--- config.mk ---
export PLATFORM = sky130hd
export DESIGN_NAME = ray_pipeline
export DESIGN_NICKNAME = d
export VERILOG_FILES = /design/src/verilog/ray_pkg.sv /design/src/verilog/ray_pipeline.sv /design/src/verilog/frame_tracker.sv /design/src/verilog/pixel_shade.sv /design/src/verilog/slab_intersect.sv /design/src/verilog/credit_fifo.sv
export SDC_FILE = /design/constraint.sdc
export NUM_CORES = 2
export LEC_CHECK = 0
export BUFFER_PORTS_ARGS = -buffer_cell sky130_fd_sc_hd__buf_2
export CAP_MARGIN = 40
export CORE_MARGIN = 1.5
export CORE_UTILIZATION = 40
export CTS_CLUSTER_DIAMETER = 30
export DETAILED_ROUTE_END_ITERATION = 6
export GPL_ROUTABILITY_DRIVEN = 1
export PLACE_DENSITY_LB_ADDON = 0.05
export SLEW_MARGIN = 20
export SYNTH_ARGS = -nofsm -noshare
export SYNTH_HDL_FRONTEND = slang
export SYNTH_HIERARCHICAL = 1
export SYNTH_SLANG_ARGS = --single-unit
export TNS_END_PERCENT = 20
--- constraint.sdc ---
create_clock -name clk -period 24.6 [get_ports clk]
set_input_delay 6.15 -clock clk [delete_from_list [all_inputs] [get_ports clk]]
set_output_delay 6.15 -clock clk [all_outputs]
set_load 0.03 [all_outputs]
--- src/verilog/ray_pkg.sv ---
// ray_pkg: Q8.8 types, scene box, colours and buffer sizing for the ray-casting back end
package ray_pkg;

	localparam int PIX_ID_W = 8;
	localparam int RGB_W = 24;

	// signed Q8.8
	typedef logic signed [15:0] fix_t;

	typedef struct packed {
		fix_t x;
		fix_t y;
		fix_t z;
	} vec_t;

	typedef struct packed {
		logic [PIX_ID_W-1:0] pixel_id;
		vec_t origin;
		vec_t inv_dir; // 1/dir per axis, from the ray generator
	} ray_t;

	typedef struct packed {
		logic [PIX_ID_W-1:0] pixel_id;
		logic hit;
		fix_t t_near;
	} hit_t;

	typedef struct packed {
		logic [PIX_ID_W-1:0] pixel_id;
		logic [RGB_W-1:0] rgb;
		logic last; // final pixel of a frame
	} pixel_t;

	// unit box, same bounds on all three axes
	localparam fix_t BOX_MIN = 16'sd0;
	localparam fix_t BOX_MAX = 16'sd256;

	localparam logic [RGB_W-1:0] BG_COLOR = 24'h203040;

	localparam int RAY_QUEUE_DEPTH = 4; // also initial ray credits upstream
	localparam int PIX_BUF_DEPTH = 8;
	localparam int PIX_CREDITS = 4; // sink slots after reset
	localparam int FRAME_PIXELS = 16;

	// ray_pop to pixel buffer write: 3 slab stages + 1 shade stage
	localparam int ISSUE_LATENCY = 4;

	localparam int PB_FREE_W = $clog2(PIX_BUF_DEPTH + 1);
	localparam int PIX_CREDIT_W = $clog2(PIX_CREDITS + 1);
	localparam int FRAME_CNT_W = $clog2(FRAME_PIXELS);

endpackage : ray_pkg
--- src/verilog/ray_pipeline.sv ---
// ray_pipeline: ray queue, slab intersector, shader, pixel buffer and frame output
module ray_pipeline (
	input logic clk,
	input logic rst_n,
	input logic ray_valid,
	input ray_pkg::ray_t ray,
	output logic ray_credit,
	output logic pix_valid,
	output ray_pkg::pixel_t pix,
	input logic pix_credit
);

	import ray_pkg::*;

	ray_t q_ray;
	logic q_empty;
	logic ray_pop;

	logic res_valid;
	hit_t res;

	logic pb_we;
	pixel_t pb_wdata;
	logic pb_re;
	pixel_t pb_rdata;
	logic pb_empty;
	logic [PB_FREE_W-1:0] pb_free;

	assign ray_credit = ray_pop; // each dequeue frees an upstream slot

	credit_fifo #(.payload_t(ray_t), .DEPTH(RAY_QUEUE_DEPTH)) ray_q (
		.clk, .rst_n,
		.we(ray_valid), .wdata(ray),
		.re(ray_pop), .rdata(q_ray),
		.empty(q_empty), .free()
	);

	slab_intersect si (
		.clk, .rst_n,
		.q_empty, .q_ray, .pb_free,
		.ray_pop, .res_valid, .res
	);

	pixel_shade shade (
		.clk, .rst_n,
		.res_valid, .res,
		.pb_we, .pb_data(pb_wdata)
	);

	credit_fifo #(.payload_t(pixel_t), .DEPTH(PIX_BUF_DEPTH)) pix_buf (
		.clk, .rst_n,
		.we(pb_we), .wdata(pb_wdata),
		.re(pb_re), .rdata(pb_rdata),
		.empty(pb_empty), .free(pb_free)
	);

	frame_tracker ft (
		.clk, .rst_n,
		.pb_empty, .pb_data(pb_rdata), .pix_credit,
		.pb_re, .pix_valid, .pix
	);

endmodule : ray_pipeline

--- src/verilog/frame_tracker.sv ---
// frame_tracker: spends sink credits to drain the pixel buffer and flags frame ends
module frame_tracker (
	input logic clk,
	input logic rst_n,
	input logic pb_empty,
	input ray_pkg::pixel_t pb_data,
	input logic pix_credit,
	output logic pb_re,
	output logic pix_valid,
	output ray_pkg::pixel_t pix
);

	import ray_pkg::*;

	logic [PIX_CREDIT_W-1:0] credits;
	logic [FRAME_CNT_W-1:0] pix_cnt;
	logic frame_end;

	assign pb_re = !pb_empty && (credits != '0);
	assign frame_end = (pix_cnt == FRAME_CNT_W'(FRAME_PIXELS - 1));

	always_ff @(posedge clk) begin
		if (!rst_n) begin
			credits <= PIX_CREDIT_W'(PIX_CREDITS);
			pix_cnt <= '0;
			pix_valid <= 1'b0;
		end else begin
			pix_valid <= pb_re;
			if (pb_re) begin
				pix_cnt <= frame_end ? '0 : pix_cnt + 1'b1;
			end
			// a pop becomes pix_valid next cycle, so charge it now
			case ({pb_re, pix_credit})
				2'b10: credits <= credits - 1'b1;
				2'b01: credits <= credits + 1'b1;
				default: credits <= credits;
			endcase
		end
	end

	always_ff @(posedge clk) begin
		if (pb_re) begin
			pix.pixel_id <= pb_data.pixel_id;
			pix.rgb <= pb_data.rgb;
			pix.last <= frame_end;
		end
	end

endmodule : frame_tracker

--- src/verilog/pixel_shade.sv ---
// pixel_shade: turns a slab result into a depth-grey or background pixel entry
module pixel_shade (
	input logic clk,
	input logic rst_n,
	input logic res_valid,
	input ray_pkg::hit_t res,
	output logic pb_we,
	output ray_pkg::pixel_t pb_data
);

	import ray_pkg::*;

	logic [7:0] depth; // integer part of t_near, clamped
	logic [7:0] level;

	always_comb begin
		if (res.t_near < fix_t'(0)) begin
			depth = 8'd0; // origin inside the box
		end else begin
			depth = res.t_near[15:8];
		end
		level = 8'd255 - depth; // nearer is brighter
	end

	always_ff @(posedge clk) begin
		if (!rst_n) begin
			pb_we <= 1'b0;
		end else begin
			pb_we <= res_valid;
		end
	end

	always_ff @(posedge clk) begin
		if (res_valid) begin
			pb_data.pixel_id <= res.pixel_id;
			pb_data.rgb <= res.hit ? {3{level}} : BG_COLOR;
			pb_data.last <= 1'b0; // set later by the frame tracker
		end
	end

endmodule : pixel_shade

--- src/verilog/slab_intersect.sv ---
// slab_intersect: issue gate and 3-stage ray/box slab test, one ray per cycle
module slab_intersect (
	input logic clk,
	input logic rst_n,
	input logic q_empty,
	input ray_pkg::ray_t q_ray,
	input logic [ray_pkg::PB_FREE_W-1:0] pb_free,
	output logic ray_pop,
	output logic res_valid,
	output ray_pkg::hit_t res
);

	import ray_pkg::*;

	// distance to one slab plane: (bound - org) * inv, Q8.8 result
	function automatic fix_t slab_dist(fix_t bound, fix_t org, fix_t inv);
		fix_t d;
		logic signed [31:0] p;
		d = bound - org;
		p = d * inv;
		return fix_t'(p >>> 8);
	endfunction

	// pop history, bit k = ray popped k+1 cycles ago
	// bits 0..2 double as the stage valids
	logic [ISSUE_LATENCY-1:0] iss_sr;
	logic [PB_FREE_W-1:0] in_flight;

	logic [PIX_ID_W-1:0] s1_id;
	fix_t s1_t0 [3];
	fix_t s1_t1 [3];

	logic [PIX_ID_W-1:0] s2_id;
	fix_t s2_lo [3];
	fix_t s2_hi [3];

	fix_t t_near;
	fix_t t_far;

	// rays not yet visible in pb_free
	always_comb begin
		in_flight = '0;
		for (int i = 0; i < ISSUE_LATENCY; i++) begin
			in_flight = in_flight + iss_sr[i];
		end
	end

	// reserve a pixel buffer slot for every ray in flight
	assign ray_pop = !q_empty && (pb_free > in_flight);

	always_ff @(posedge clk) begin
		if (!rst_n) begin
			iss_sr <= '0;
		end else begin
			iss_sr <= {iss_sr[ISSUE_LATENCY-2:0], ray_pop};
		end
	end

	// stage 1: plane distances per axis
	always_ff @(posedge clk) begin
		s1_id <= q_ray.pixel_id;
		s1_t0[0] <= slab_dist(BOX_MIN, q_ray.origin.x, q_ray.inv_dir.x);
		s1_t1[0] <= slab_dist(BOX_MAX, q_ray.origin.x, q_ray.inv_dir.x);
		s1_t0[1] <= slab_dist(BOX_MIN, q_ray.origin.y, q_ray.inv_dir.y);
		s1_t1[1] <= slab_dist(BOX_MAX, q_ray.origin.y, q_ray.inv_dir.y);
		s1_t0[2] <= slab_dist(BOX_MIN, q_ray.origin.z, q_ray.inv_dir.z);
		s1_t1[2] <= slab_dist(BOX_MAX, q_ray.origin.z, q_ray.inv_dir.z);
	end

	// stage 2: order entry/exit per axis
	always_ff @(posedge clk) begin
		s2_id <= s1_id;
		for (int a = 0; a < 3; a++) begin
			if (s1_t0[a] < s1_t1[a]) begin
				s2_lo[a] <= s1_t0[a];
				s2_hi[a] <= s1_t1[a];
			end else begin
				s2_lo[a] <= s1_t1[a];
				s2_hi[a] <= s1_t0[a];
			end
		end
	end

	// latest entry, earliest exit
	always_comb begin
		t_near = s2_lo[0];
		t_far = s2_hi[0];
		for (int a = 1; a < 3; a++) begin
			if (s2_lo[a] > t_near) begin
				t_near = s2_lo[a];
			end
			if (s2_hi[a] < t_far) begin
				t_far = s2_hi[a];
			end
		end
	end

	// stage 3: hit decision
	always_ff @(posedge clk) begin
		res.pixel_id <= s2_id;
		res.t_near <= t_near;
		res.hit <= (t_near <= t_far) && (t_far >= fix_t'(0)); // box not behind origin
	end

	assign res_valid = iss_sr[2];

endmodule : slab_intersect

--- src/verilog/credit_fifo.sv ---
// credit_fifo: synchronous circular FIFO for any payload type, reporting its free slots
module credit_fifo #(
	parameter type payload_t = logic [7:0],
	parameter int DEPTH = 4
) (
	input logic clk,
	input logic rst_n,
	input logic we,
	input payload_t wdata,
	input logic re,
	output payload_t rdata,
	output logic empty,
	output logic [$clog2(DEPTH+1)-1:0] free
);

	typedef logic [$clog2(DEPTH)-1:0] ptr_t;
	typedef logic [$clog2(DEPTH+1)-1:0] cnt_t;

	payload_t mem [DEPTH];
	ptr_t rd_ptr;
	ptr_t wr_ptr;
	cnt_t count;

	always_ff @(posedge clk) begin
		if (!rst_n) begin
			rd_ptr <= '0;
			wr_ptr <= '0;
			count <= '0;
		end else begin
			if (we) begin
				wr_ptr <= (wr_ptr == ptr_t'(DEPTH - 1)) ? '0 : wr_ptr + 1'b1;
			end
			if (re) begin
				rd_ptr <= (rd_ptr == ptr_t'(DEPTH - 1)) ? '0 : rd_ptr + 1'b1;
			end
			case ({we, re})
				2'b10: count <= count + 1'b1;
				2'b01: count <= count - 1'b1;
				default: count <= count; // idle or simultaneous push/pop
			endcase
		end
	end

	// storage, no reset
	always_ff @(posedge clk) begin
		if (we) begin
			mem[wr_ptr] <= wdata;
		end
	end

	assign rdata = mem[rd_ptr]; // head entry, valid when !empty
	assign empty = (count == '0);
	assign free = cnt_t'(DEPTH) - count;

endmodule : credit_fifo

==> flow_summary_export.csv <==
group,metric,value,unit
min_path,hold_path_class,"register to register",
timing,tightest_slew,0.867,ns
timing,max_freq,0.0929,GHz
floorplan,ios,143,
clock_tree,cts_resized,0,
clock_tree,cts_htree_levels,4,
timing,final-setup-viol-count,0,
worst_setup_path,r2r_slack,13.84,ns
logic_synthesis,avgSynthCellArea,12.1,sq um
grt,gr-usage-all-layers,20.6,%
grt,grt-ovfl-total,0,
timing,period_minus_slack,10.76,ns
place,dpl.hpwl,142000,um
clock_tree,cts-buffers-inserted,225,
worst_setup_path,crit_top_cell,"fa_1",
logic_synthesis,synth_area,0.0752,sq mm
floorplan,row_count,158,
timing,slew_headroom,42.2,%
worst_setup_path,cpMaxStageDelayCell,"o41ai_4",
clock_tree,cts_buffer_depth,3,
timing,tns,0,ns
clock_tree,post_cts_buffers,0,
floorplan,die_area,0.191,sq mm
min_path,hold_path_depth,0,
logic_synthesis,synth_fp_nets,7730,
clock_tree,cts_tree,"yes",
grt,antenna_found_initial,14,
layout,nNetsFinal,7980,
place,port_buffers,142,
drt,drtIter0Drc,2237,
clock_tree,cts_sinks,984,
grt,grt_pass1_wl,299000,um
grt,grt_pass1_vias,49400,
logic_synthesis,yosysWarnings,6,
drt,wl,189000,um
floorplan,initial_utilization,40.4,%
drt,wl_per_cell,20.8,um
worst_setup_path,cp_max_fo,39,
clock_tree,clkSlewWorstSetupHoldPaths,0.04,ns
grt,grt_max_degree,42,
floorplan,fp.dieH,437,um
worst_setup_path,cp_data_required_time,25.25,ns
worst_setup_path,start_kind,"register",
drt,drtPass1Iterations,5,
worst_setup_path,slowest_delay,0.72,ns
layout,drive_above_1_share,14.8,%
timing,clock_skew,0.101,ns
layout,syn_to_final_growth,16.1,%
floorplan,coreArea,0.186,sq mm
place,place_congestion,0.847,
worst_setup_path,worstSetupPathType,"register to register",
drt,routed-via-count,44300,
timing,hold_violations,0,
timing,post-route-period-util,43.8,%
worst_setup_path,cp.arrival,11.41,ns
clock_tree,cts-root-buf,"clkbuf_16",
min_path,min_from,"si/s2_id[1]",
run,maxCapViolCount,0,
drt,antenna_left,0,
logic_synthesis,syn_inst,6192,
worst_setup_path,end_kind,"register",
clock_tree,insertion_delay,0.85,ns
drt,avgViaCountPerCell,4.85,
worst_setup_path,rr_worst_depth,28,
timing,maxSlewViolCount,0,
clock_tree,cts_hold_buf,0,
drt,remaining_drc_errors,0,
timing,rsz0062_at_grt,"no",
run_status,status,"finished, final reports clean",
floorplan,die_x,437,um
-- cell type report --
type	instances	area (sq um)
multi-input cells	3758	42900
diodes	2	5.00
well taps	2480	3100
flip-flops and latches	984	27000
fillers	17000	98800
repair buffers	247	1620
clock inverters	174	2300
clock buffers	252	5830
inverters	1226	4600
-- per-stage QoR --
stage               hold slack, ns  cells  setup slack [ns]  util, %  area, sq um
CTS                          0.323   9119             13.70     46.9        87300
global route                 0.327   9121             13.15     46.9        87300
floorplan                    0.310   6192             15.58        -        75200
global placement             0.313   8683             13.92     42.4        78900
detailed placement           0.312   8693             13.73     42.5        79100
finish                       0.322   9123             13.84     46.9        87300
-- critical path, delay by kind of cell (launching register included) --
kind / cells / cell delay (ns)
adder cells (fa/ha/maj): 8 / 3.47
AO/OA/AOI/OAI: 7 / 2.17
buffers and inverters: 7 / 1.83
AND/OR/NAND/NOR: 4 / 1.48
flip-flops: 1 / 0.62
multiplexers: 1 / 0.58
XOR/XNOR: 1 / 0.35
-- final timing paths --
kind | endpoint
setup / recovery | si/s1_t1[0][15]
hold reg to reg | si/res[18]
setup reg to reg | si/s1_t1[0][15]
hold / removal | si/res[18]
-- routing by layer --
layer | vias to the layer above | global-route usage, % | share of wire, %
met2 | 759 | 33.7 | 47
met1 | 22800 | 28.6 | 47
met5 | - | 0 | 0.015
met3 | 261 | 2.84 | 3.4
li1 | 20400 | - | -
met4 | 4 | 5.79 | 2.4
-- state kept, by name (all words and copies together), names as in the netlist, 4 cells and up, named ones only --
name           count
shade/pb_data     19
si/s2_lo          48
ft/pix            33
si/s2_id           8
pix_buf/mem      256
si/s1_id           8
ray_q/mem        416
si/s1_t1          48
si/iss_sr          4
pix_buf/count      4
si/s2_hi          48
si/s1_t0          48
si/res            17
ft/pix_cnt         4
-- cell usage in the layout (no fill, tap or decap), types with 99 or more instances in the layout --
cell / instances
a21oi_1: 99
and2_1: 427
buf_2: 144
clkbuf_16: 227
dfxtp_1: 255
edfxtp_1: 724
fa_1: 984
ha_1: 446
inv_1: 1224
mux2_2: 144
mux4_2: 158
nand2_1: 586
nor2_1: 108
xnor2_1: 188
Power is left out: the tool's default activity adds up to more than one toggle a clock period on the data nets, which glitch-free logic cannot reach.
